### src/common/core_pkg.sv
`default_nettype none

package core_pkg;

    localparam int xlen = 32;
    localparam int nregs = 16;
    localparam logic [xlen-1:0] reset_pc = 32'h8000_0000;

    typedef logic [3:0] reg_addr_t;

    // major opcodes of the supported subset
    localparam logic [6:0] opc_lui    = 7'b0110111;
    localparam logic [6:0] opc_auipc  = 7'b0010111;
    localparam logic [6:0] opc_jal    = 7'b1101111;
    localparam logic [6:0] opc_jalr   = 7'b1100111;
    localparam logic [6:0] opc_branch = 7'b1100011;
    localparam logic [6:0] opc_imm    = 7'b0010011;
    localparam logic [6:0] opc_reg    = 7'b0110011;
    localparam logic [6:0] opc_system = 7'b1110011;

    typedef enum logic [1:0] {
        alu_add,
        alu_sub,
        alu_pass_b,
        alu_add_pc
    } alu_op_e;

    typedef enum logic [3:0] {
        kind_alu,
        kind_jal,
        kind_jalr,
        kind_branch,
        kind_csr,
        kind_ecall,
        kind_mret,
        kind_ebreak,
        kind_illegal
    } kind_e;

    typedef struct packed {
        kind_e           kind;
        alu_op_e         alu_op;
        reg_addr_t       rd;
        reg_addr_t       rs1;
        reg_addr_t       rs2;
        logic            use_imm;
        logic            br_ne;
        logic            wen;
        logic [xlen-1:0] imm;
        logic [11:0]     csr_addr;
        logic            csr_set;
    } op_t;

    // architectural rd number, hence five bits
    typedef struct packed {
        logic            valid;
        logic [xlen-1:0] pc;
        logic [4:0]      rd;
        logic [xlen-1:0] data;
    } retire_t;

endpackage

`default_nettype wire

### src/common/csr_pkg.sv
`default_nettype none

package csr_pkg;

    // machine mode CSRs implemented by the core
    localparam logic [11:0] csr_mstatus = 12'h300;
    localparam logic [11:0] csr_mtvec   = 12'h305;
    localparam logic [11:0] csr_mepc    = 12'h341;
    localparam logic [11:0] csr_mcause  = 12'h342;

    localparam logic [31:0] cause_ecall_m = 32'd11;

    typedef struct packed {
        logic        we;
        logic [11:0] addr;
        logic [31:0] wdata;
    } csr_req_t;

endpackage

`default_nettype wire

### src/ifu/ifu.sv
`default_nettype none

module ifu (
    input  logic        clk,
    input  logic        reset,
    input  logic [31:0] next_pc,
    input  logic        halt_req,
    output logic [31:0] pc,
    output logic        fetch_valid,
    output logic        halted
);

    logic running;

    always_ff @(posedge clk) begin
        if (reset) begin
            pc      <= core_pkg::reset_pc;
            running <= 1'b0;
            halted  <= 1'b0;
        end else if (!halted) begin
            if (running && halt_req) begin
                // stop fetching, pc stays on the halting word
                running <= 1'b0;
                halted  <= 1'b1;
            end else begin
                running <= 1'b1;
                if (running) begin
                    pc <= next_pc;
                end
            end
        end
    end

    assign fetch_valid = running;

    // every fetched word sits on a word boundary
    a_pc_aligned: assert property (@(posedge clk) disable iff (reset)
        fetch_valid |-> (pc[1:0] == 2'b00));

endmodule

`default_nettype wire

### src/idu/idu.sv
`default_nettype none

module idu (
    input  logic [31:0]      inst,
    output core_pkg::op_t    op
);

    logic [6:0]  opcode;
    logic [2:0]  funct3;
    logic [6:0]  funct7;
    logic [11:0] funct12;
    logic [31:0] imm_i;
    logic [31:0] imm_b;
    logic [31:0] imm_u;
    logic [31:0] imm_j;
    logic        csr_known;

    assign opcode  = inst[6:0];
    assign funct3  = inst[14:12];
    assign funct7  = inst[31:25];
    assign funct12 = inst[31:20];

    assign imm_i = {{20{inst[31]}}, inst[31:20]};
    assign imm_b = {{19{inst[31]}}, inst[31], inst[7], inst[30:25], inst[11:8], 1'b0};
    assign imm_u = {inst[31:12], 12'b0};
    assign imm_j = {{11{inst[31]}}, inst[31], inst[19:12], inst[20], inst[30:21], 1'b0};

    // only the four machine CSRs exist
    assign csr_known = funct12 inside {csr_pkg::csr_mstatus, csr_pkg::csr_mtvec,
                                       csr_pkg::csr_mepc, csr_pkg::csr_mcause};

    always_comb begin
        op.kind     = core_pkg::kind_illegal;
        op.alu_op   = core_pkg::alu_add;
        // RV32E, upper index bit dropped
        op.rd       = inst[10:7];
        op.rs1      = inst[18:15];
        op.rs2      = inst[23:20];
        op.use_imm  = 1'b0;
        op.br_ne    = 1'b0;
        op.wen      = 1'b0;
        op.imm      = imm_i;
        op.csr_addr = funct12;
        op.csr_set  = 1'b0;

        case (opcode)
            core_pkg::opc_lui: begin
                op.kind    = core_pkg::kind_alu;
                op.alu_op  = core_pkg::alu_pass_b;
                op.use_imm = 1'b1;
                op.wen     = 1'b1;
                op.imm     = imm_u;
            end
            core_pkg::opc_auipc: begin
                op.kind    = core_pkg::kind_alu;
                op.alu_op  = core_pkg::alu_add_pc;
                op.use_imm = 1'b1;
                op.wen     = 1'b1;
                op.imm     = imm_u;
            end
            core_pkg::opc_jal: begin
                op.kind = core_pkg::kind_jal;
                op.wen  = 1'b1;
                op.imm  = imm_j;
            end
            core_pkg::opc_jalr: begin
                if (funct3 == 3'b000) begin
                    op.kind = core_pkg::kind_jalr;
                    op.wen  = 1'b1;
                end
            end
            core_pkg::opc_branch: begin
                op.imm = imm_b;
                // beq and bne only
                if (funct3[2:1] == 2'b00) begin
                    op.kind  = core_pkg::kind_branch;
                    op.br_ne = funct3[0];
                end
            end
            core_pkg::opc_imm: begin
                if (funct3 == 3'b000) begin
                    op.kind    = core_pkg::kind_alu;
                    op.use_imm = 1'b1;
                    op.wen     = 1'b1;
                end
            end
            core_pkg::opc_reg: begin
                if (funct3 == 3'b000 && (funct7 == 7'h00 || funct7 == 7'h20)) begin
                    op.kind   = core_pkg::kind_alu;
                    op.alu_op = funct7[5] ? core_pkg::alu_sub : core_pkg::alu_add;
                    op.wen    = 1'b1;
                end
            end
            core_pkg::opc_system: begin
                if ((funct3 == 3'b001 || funct3 == 3'b010) && csr_known) begin
                    op.kind    = core_pkg::kind_csr;
                    op.wen     = 1'b1;
                    op.csr_set = funct3[1];
                end else if (funct3 == 3'b000 && inst[19:15] == 5'd0
                             && inst[11:7] == 5'd0) begin
                    case (funct12)
                        12'h000: op.kind = core_pkg::kind_ecall;
                        12'h001: op.kind = core_pkg::kind_ebreak;
                        12'h302: op.kind = core_pkg::kind_mret;
                        default: op.kind = core_pkg::kind_illegal;
                    endcase
                end
            end
            default: op.kind = core_pkg::kind_illegal;
        endcase
    end

endmodule

`default_nettype wire

### src/hdl/register_file.sv
`default_nettype none

module register_file (
    input  logic                clk,
    input  logic                wen,
    input  core_pkg::reg_addr_t waddr,
    input  logic [31:0]         wdata,
    input  core_pkg::reg_addr_t raddr1,
    input  core_pkg::reg_addr_t raddr2,
    output logic [31:0]         rdata1,
    output logic [31:0]         rdata2
);

    logic [core_pkg::xlen-1:0] regs [core_pkg::nregs];

    always_ff @(posedge clk) begin
        if (wen && waddr != '0) begin
            regs[waddr] <= wdata;
        end
    end

    // x0 is never stored and always reads as zero
    assign rdata1 = (raddr1 == '0) ? '0 : regs[raddr1];
    assign rdata2 = (raddr2 == '0) ? '0 : regs[raddr2];

    // a written value reaches read port 1 in the next cycle
    a_write_visible: assert property (@(posedge clk)
        (wen && waddr != '0) |=> (raddr1 != $past(waddr) || rdata1 == $past(wdata)));

endmodule

`default_nettype wire

### src/hdl/csr_file.sv
`default_nettype none

module csr_file (
    input  logic              clk,
    input  logic              reset,
    input  csr_pkg::csr_req_t req,
    input  logic [11:0]       raddr,
    output logic [31:0]       rdata,
    input  logic              trap,
    input  logic [31:0]       trap_pc,
    output logic [31:0]       mtvec,
    output logic [31:0]       mepc
);

    logic [31:0] mstatus;
    logic [31:0] mcause;

    always_ff @(posedge clk) begin
        if (reset) begin
            mstatus <= '0;
            mtvec   <= '0;
            mepc    <= '0;
            mcause  <= '0;
        end else if (trap) begin
            // ecall entry
            mepc   <= trap_pc;
            mcause <= csr_pkg::cause_ecall_m;
        end else if (req.we) begin
            case (req.addr)
                csr_pkg::csr_mstatus: mstatus <= req.wdata;
                csr_pkg::csr_mtvec:   mtvec   <= req.wdata;
                csr_pkg::csr_mepc:    mepc    <= req.wdata;
                csr_pkg::csr_mcause:  mcause  <= req.wdata;
                default: ;
            endcase
        end
    end

    always_comb begin
        case (raddr)
            csr_pkg::csr_mstatus: rdata = mstatus;
            csr_pkg::csr_mtvec:   rdata = mtvec;
            csr_pkg::csr_mepc:    rdata = mepc;
            csr_pkg::csr_mcause:  rdata = mcause;
            default:              rdata = '0;
        endcase
    end

    // ecall and a csr instruction cannot retire together
    a_no_trap_and_write: assert property (@(posedge clk) disable iff (reset)
        !(trap && req.we));

endmodule

`default_nettype wire

### src/exu/exu.sv
`default_nettype none

module exu (
    input  core_pkg::op_t     op,
    input  logic [31:0]       pc,
    input  logic [31:0]       rs1_data,
    input  logic [31:0]       rs2_data,
    input  logic [31:0]       csr_rdata,
    input  logic              valid,
    output logic [31:0]       result,
    output logic              taken,
    output csr_pkg::csr_req_t csr_req,
    output logic              trap
);

    logic [31:0] operand_b;
    logic [31:0] alu_out;

    assign operand_b = op.use_imm ? op.imm : rs2_data;

    always_comb begin
        case (op.alu_op)
            core_pkg::alu_add:    alu_out = rs1_data + operand_b;
            core_pkg::alu_sub:    alu_out = rs1_data - operand_b;
            core_pkg::alu_pass_b: alu_out = operand_b;
            default:              alu_out = pc + operand_b;
        endcase
    end

    always_comb begin
        case (op.kind)
            // link value
            core_pkg::kind_jal,
            core_pkg::kind_jalr: result = pc + 32'd4;
            // old csr value goes to rd
            core_pkg::kind_csr:  result = csr_rdata;
            default:             result = alu_out;
        endcase
    end

    assign taken = (rs1_data == rs2_data) ^ op.br_ne;

    assign csr_req.we    = valid && (op.kind == core_pkg::kind_csr);
    assign csr_req.addr  = op.csr_addr;
    assign csr_req.wdata = op.csr_set ? (csr_rdata | rs1_data) : rs1_data;

    assign trap = valid && (op.kind == core_pkg::kind_ecall);

endmodule

`default_nettype wire

### src/hdl/pcu.sv
`default_nettype none

module pcu (
    input  core_pkg::op_t op,
    input  logic          taken,
    input  logic [31:0]   pc,
    input  logic [31:0]   rs1_data,
    input  logic [31:0]   mtvec,
    input  logic [31:0]   mepc,
    output logic [31:0]   next_pc,
    output logic          halt_req
);

    logic [31:0] jalr_target;

    assign jalr_target = rs1_data + op.imm;

    always_comb begin
        next_pc  = pc + 32'd4;
        halt_req = 1'b0;
        case (op.kind)
            core_pkg::kind_jal:    next_pc = pc + op.imm;
            core_pkg::kind_branch: if (taken) next_pc = pc + op.imm;
            core_pkg::kind_jalr:   next_pc = {jalr_target[31:1], 1'b0};
            // direct mode only
            core_pkg::kind_ecall:  next_pc = {mtvec[31:2], 2'b00};
            core_pkg::kind_mret:   next_pc = mepc;
            core_pkg::kind_ebreak,
            core_pkg::kind_illegal: begin
                next_pc  = pc;
                halt_req = 1'b1;
            end
            default: ;
        endcase
    end

endmodule

`default_nettype wire

### src/hdl/core_top.sv
`default_nettype none

module core_top (
    input  logic              clk,
    input  logic              reset,
    output logic [31:0]       pc,
    input  logic [31:0]       inst,
    output core_pkg::retire_t retire,
    output logic              halted
);

    logic              fetch_valid;
    logic [31:0]       next_pc;
    logic              halt_req;
    core_pkg::op_t     op;
    logic [31:0]       rs1_data;
    logic [31:0]       rs2_data;
    logic [31:0]       result;
    logic              taken;
    csr_pkg::csr_req_t csr_req;
    logic [31:0]       csr_rdata;
    logic              trap;
    logic [31:0]       mtvec;
    logic [31:0]       mepc;

    ifu i_ifu (
        .clk         (clk),
        .reset       (reset),
        .next_pc     (next_pc),
        .halt_req    (halt_req),
        .pc          (pc),
        .fetch_valid (fetch_valid),
        .halted      (halted)
    );

    idu i_idu (
        .inst (inst),
        .op   (op)
    );

    register_file i_register_file (
        .clk    (clk),
        .wen    (fetch_valid & op.wen),
        .waddr  (op.rd),
        .wdata  (result),
        .raddr1 (op.rs1),
        .raddr2 (op.rs2),
        .rdata1 (rs1_data),
        .rdata2 (rs2_data)
    );

    csr_file i_csr_file (
        .clk     (clk),
        .reset   (reset),
        .req     (csr_req),
        .raddr   (op.csr_addr),
        .rdata   (csr_rdata),
        .trap    (trap),
        .trap_pc (pc),
        .mtvec   (mtvec),
        .mepc    (mepc)
    );

    exu i_exu (
        .op        (op),
        .pc        (pc),
        .rs1_data  (rs1_data),
        .rs2_data  (rs2_data),
        .csr_rdata (csr_rdata),
        .valid     (fetch_valid),
        .result    (result),
        .taken     (taken),
        .csr_req   (csr_req),
        .trap      (trap)
    );

    pcu i_pcu (
        .op       (op),
        .taken    (taken),
        .pc       (pc),
        .rs1_data (rs1_data),
        .mtvec    (mtvec),
        .mepc     (mepc),
        .next_pc  (next_pc),
        .halt_req (halt_req)
    );

    // rd reads as zero when nothing is written
    assign retire.valid = fetch_valid;
    assign retire.pc    = pc;
    assign retire.rd    = op.wen ? {1'b0, op.rd} : 5'd0;
    assign retire.data  = result;

endmodule

`default_nettype wire

### config.mk
export PLATFORM = sky130hd
export DESIGN_NAME = core_top
export DESIGN_NICKNAME = d
export VERILOG_FILES = /design/src/common/core_pkg.sv /design/src/common/csr_pkg.sv /design/src/ifu/ifu.sv /design/src/idu/idu.sv /design/src/hdl/register_file.sv /design/src/hdl/csr_file.sv /design/src/exu/exu.sv /design/src/hdl/pcu.sv /design/src/hdl/core_top.sv
export SDC_FILE = /design/constraint.sdc
export NUM_CORES = 2
export LEC_CHECK = 0
export BUFFER_PORTS_ARGS = -buffer_cell sky130_fd_sc_hd__buf_2
export CAP_MARGIN = 20
export CORE_ASPECT_RATIO = 0.6
export CORE_UTILIZATION = 44
export CTS_BUF_LIST = sky130_fd_sc_hd__clkbuf_8
export CTS_CLUSTER_DIAMETER = 150
export DETAILED_ROUTE_END_ITERATION = 8
export GPL_TIMING_DRIVEN = 1
export PLACE_DENSITY_LB_ADDON = 0.05
export SYNTH_ARGS = -nofsm -noshare
export SYNTH_HDL_FRONTEND = slang
export SYNTH_SLANG_ARGS = --single-unit
export TNS_END_PERCENT = 1
### constraint.sdc
create_clock -name clk -period 15.2 [get_ports clk]
set_input_delay 1.52 -clock clk [delete_from_list [all_inputs] [get_ports clk]]
set_output_delay 1.52 -clock clk [all_outputs]
set_load 0.03 [all_outputs]
# Word level (Yosys, flattened, before mapping)
# Memories as Yosys holds them, arrays and structs flattened.
# Cells that the tools add are included.
# word_totals
n_memories	1
wordCells	128
ff_bits	162
in_bits	34
output_inout_bits	103
rom_bits	0
mem_bits_rw	512
latch_bits	0
# mem_list
memory	depth	word_bits	rd	rd_clocked_by_memory_dff	write_ports	line_no	source
i_register_file.regs	16	32	2	0	1	register_file.sv:14	logic [core_pkg::xlen-1:0] regs [core_pkg::nregs];
# op_classes
eq_ne	28
addsub	6
n_mux	42
n_div	0
n_bitwise	7
reduce_logical	36
n_lt_le_gt_ge	0
shift	0
n_mul	0
# ops
op	n
32-bit two-way mux	8
32-bit case mux with 6 select lines	1
32-bit adder	4
32-bit case mux with 4 select lines	1
32-bit case mux with 3 select lines	1
31-bit case mux with 3 select lines	1
32-bit case mux with 2 select lines	1
12-bit by 10-bit equality test with 1-bit output (second input constant)	5
4-bit two-way mux	9
32-bit by 3-bit adder with 32-bit output (second input constant)	1
32-bit equality test	1
32-bit OR	1
32-bit subtractor	1
7-bit equality test (second input constant)	4
4-bit case mux with 7 select lines	1
7-bit by 6-bit equality test with 1-bit output (second input constant)	3
4-bit by 3-bit equality test with 1-bit output (second input constant)	4
7-bit by 5-bit equality test with 1-bit output (second input constant)	2
1-bit two-way mux	14
12-bit by 1-bit equality test with 1-bit output (second input constant)	1
12-bit zero test	1
4-bit case mux with 3 select lines	1
5-bit zero test	2
2-bit OR reduction	5
other kinds (26)	46

# Longest topological paths before layout
# logic_depth
ltp_word	12
mapped_depth	28
depth_no_buf	26

# Hierarchy
# A second synthesis with hierarchy kept.
# hier_totals
hier_cells	3928
hier_area_um2	42172.9
# by_module_without_submodules
module	area_per_inst_um2	n_inst	seq_area_each_um2	cells_per_inst
register_file	22026.1	1	14413.8	1168
exu	6794.0	1	0.0	999
csr_file	5577.8	1	2562.5	700
pcu	4952.2	1	0.0	733
ifu	1542.7	1	680.7	147
idu	989.7	1	0.0	141
core_top	290.3	1	0.0	40

# Worst setup path after synthesis
# OpenSTA, ideal clock, no wires.
# synth_timing
path_kind	input -> output
from	input port inst[20]
to	output port retire[30] (netlist bit)
stages	25
t_arrival_ns	7.491
path_buffers	4
slack_ns	6.189
path_cell_list	buf_6 -> buf_6 -> buf_4 -> buf_6 -> mux4_2 -> mux2i_1 -> mux2i_1 -> mux2i_1 -> nand4bb_2 -> nor4b_2 -> and2_1 -> a21oi_1 -> xnor2_1 -> ha_1 -> a21o_1 -> a21oi_1 -> nor2b_1 -> o21a_1 -> a311oi_1 -> o41a_1 -> o2111a_1 -> o31ai_1 -> a21oi_1 -> a31oi_1 -> o21ai_0
# synth_lines
item	line_no	source
from (decl)	core_top.sv:7	input logic [31:0] inst,
to (decl)	core_top.sv:8	output core_pkg::retire_t retire,

==> impl_metrics.yaml <==
setup_path:
  worst_r2r_path_depth: 23
  end_kind: "output port"
  start_kind: "input pin"
  crit_path_max_fanout: 74
  r2r_slack_ps: 8310
  crit_required_ps: 13680
  timing.rr.end: "i_register_file.regs[0][27]$_DFFE_PP_"
  rr_startpoint: "i_register_file.regs[11][1]$_DFFE_PP_"
  crit_type: "input pin to output port"
  crit_arrival_ps: 9570
sta:
  relSlewSlack: 0.151
  fin_ws_ps: 4110
  setup_violations: 0
  hold_viol_final: 0
  setup_tns_ps: 0
  period_minus_slack_ps: 11090
  whs_ps: 503
  max_freq_mhz: 90.2
  maxSlewViolCount: 0
  fin_crit_sh: 0.730
  rsz0062_at_grt: "false"
  skew_ps: 48.1
  tightest_slew_ps: 1260
routing:
  via_count: 33400
  drt_pre_antenna_iters: 6
  vias_per_cell: 6.72
  drt-total-wl_mm: 161
  wl_per_cell_um: 32.4
  drtIter0Drc: 4426
  ant_nets: 0
  drc_errors: 0
pwr:
  ir_drop_mv: 0.0662
  power_density_nw_per_um2: 110
  p_leak_uw: 0.0160
placement:
  dpl.cell_count: 4769
  dp_hpwl_mm: 112
  gp_congestion: 0.983
  portBuffers: 135
  preCtsSetupSlack_ps: 4480
clocking:
  numClockSinks: 656
  cts_resized: 0
  clk_path_buf_depth: 3
  cts-root-buf: "clkbuf_8"
  cts_tree: "yes"
  htreeDepth: 3
  hold_buffers: 0
  cts.clk_slew.worst_paths_ps: 70
  worstSkewPairLatency_ps: 820
  cts_buffers: 101
  cts_setup_buffers: 0
logic_synthesis:
  synth-seq-area-share: 0.450
  ys_seq_elements: 656
  synth_area_um2: 40100
  syn_avg_cell_area_um2: 11.4
  synth_edf_count: 494
  yosys_warnings: 0
  ys_types: 94
  async_flop_share: 0
  synth_xor_area_frac: 0.0412
  synth-adder-area-share: 0.0410
  synth_compound_area_frac: 0.182
  synthCells: 3530
  synth_ff_type: "edfxtp_1"
  synth_top_family_by_area: "compound AO/OA/AOI/OAI gates"
  synthMuxAreaShare: 0.150
  synth-simple-area-share: 0.0957
floorplan:
  core_area_um2: 90000
  ios: 137
  dieHeight_um: 236
  die_w_um: 392
  rows: 85
  die_area_um2: 92500
  initial_core_util: 0.446
final_layout:
  area_growth_pct: 10.5
  nets: 3818
  final_common_cell: "edfxtp_1"
  final_cells: 4967
  drive_gt1_frac: 0.195
  final_cell_mix: "edfxtp_1, nor2_1, nand2_1, a21oi_1, mux4_2"
outcome:
  status: "finished clean"
global_route:
  grt_overflow_total: 0
  first_global_vias: 31500
  grt_pass1_wl_mm: 230
  antenna_found_initial: 9
  grt.total_usage: 0.345
  grt_start_max_net_pins: 95
worst_hold_path:
  worstHoldEndpoint: "i_csr_file.mstatus[11]$_SDFFE_PP0P_"
  hold_start: "i_csr_file.mstatus[11]$_SDFFE_PP0P_"
  hp-class: "flip-flop to flip-flop"
  hold_depth: 2
flow_run:
  drv_cap: 0
[critical path, stage by stage]
cell       delay, ps
buf_6            610
buf_4            680
buf_4            630
mux4_2           410
a22oi_1          170
o31ai_1          150
buf_4            210
mux2i_1          230
nand3_1          220
nor4b_2          790
and2_1           280
a21oi_1           90
xnor2_1          160
ha_1             370
a21o_1           210
a21oi_1          210
nor2b_1           80
o21a_1           200
a311oi_1         320
o41a_1           320
o2111ai_1        180
xnor2_1          150
o22ai_1          150
a21oi_1           90
o21ai_1          660
buf_2            360
[metrics by stage]
stage                     power (uW)  cell area, um2   util
after floorplan                 2930           40200      -
after global placement          3410           42300  0.471
after detailed placement        3420           42400  0.471
after CTS                       4900           44300  0.493
after global routing            5080           44400  0.493
final                           4900           44400  0.493
[flip-flops by register name (all words and copies together) (netlist names)]
register	flops
i_csr_file.mtvec	32
i_register_file.regs	494
i_ifu.fetch_valid	1
i_csr_file.mstatus	32
i_ifu.pc	32
i_csr_file.mcause	32
i_ifu.halted	1
i_csr_file.mepc	32
[power breakdown]
group          switching [uW]  total, uW  internal, uW
registers                11.9       2130          2120
clock network             769       1490           723
logic                     888       1280           389
[cells in the mapped netlist, types with 14 or more instances]
| cell type | n | share of area |
|---|---|---|
| edfxtp_1 | 494 | 0.37 |
| nor2_1 | 259 | 0.024 |
| nand2_1 | 230 | 0.022 |
| a21oi_1 | 210 | 0.026 |
| mux4_2 | 200 | 0.11 |
| o21ai_0 | 188 | 0.023 |
| dfxtp_1 | 162 | 0.081 |
| clkbuf_1 | 143 | 0.013 |
| a211oi_1 | 142 | 0.027 |
| ha_1 | 125 | 0.039 |
| xnor2_1 | 116 | 0.025 |
| mux2i_1 | 82 | 0.020 |
| inv_1 | 73 | 0.0068 |
| xor2_1 | 73 | 0.016 |
| nand3_1 | 69 | 0.0086 |
| a21o_1 | 66 | 0.012 |
| a22oi_1 | 66 | 0.012 |
| mux2_2 | 60 | 0.017 |
| a221oi_1 | 59 | 0.013 |
| buf_4 | 49 | 0.0092 |
| a31oi_1 | 44 | 0.0069 |
| buf_2 | 40 | 0.0050 |
| nor3_1 | 40 | 0.0050 |
| nor2b_1 | 38 | 0.0059 |
| o31ai_1 | 32 | 0.0060 |
| a222oi_1 | 29 | 0.0072 |
| nand2b_1 | 29 | 0.0045 |
| buf_1 | 28 | 0.0026 |
| a22o_1 | 26 | 0.0057 |
| a221o_1 | 25 | 0.0062 |
| o21a_1 | 22 | 0.0041 |
| and2_1 | 21 | 0.0033 |
| and3_1 | 20 | 0.0031 |
| nand4_1 | 20 | 0.0031 |
| o21bai_1 | 20 | 0.0037 |
| o211ai_1 | 19 | 0.0036 |
| o22ai_1 | 19 | 0.0030 |
| or3_1 | 15 | 0.0023 |
| nor4_1 | 14 | 0.0022 |
[cells by family (layout without fill, tap and decap cells)]
group | after synthesis | after routing
simple gates | 809 | 809
flops | 656 | 656
buf+inv | 343 | 542
other cells | 1 | 21
xor+xnor | 189 | 189
fa+ha+maj | 129 | 129
compound gates | 1060 | 1060
mux | 343 | 343
[worst max-delay path by stage]
| stage | start | endpoint | cells past startpoint |
|---|---|---|---|
| 2_1_floorplan | inst[20] | retire[30] | 25 |
| 3_3_place_gp | inst[21] | retire[30] | 27 |
| 3_5_place_dp | inst[21] | retire[30] | 27 |
| 4_1_cts | inst[21] | retire[30] | 27 |
| 5_1_grt | inst[21] | retire[24] | 26 |
| 6_report | inst[21] | retire[24] | 26 |
[layer usage]
| metal | track usage | share of wire |
|---|---|---|
| met1 | 0.547 | 0.46 |
| met2 | 0.467 | 0.41 |
| met3 | 0.0877 | 0.12 |
| met4 | 0.0697 | 0.020 |
| met5 | 0 | 0 |
[area by class of cell]
| cell class | count | area (um2) |
|---|---|---|
| fillers | 8187 | 45600 |
| diodes | 6 | 15.0 |
| clock inverters | 75 | 394 |
| clock buffers | 116 | 1600 |
| flip-flops and latches | 656 | 18100 |
| well taps | 1218 | 1520 |
| repair buffers | 276 | 1770 |
| multi-input cells | 2545 | 20700 |
| inverters | 75 | 282 |
No activity file was read; power rests on OpenSTA's default activity.
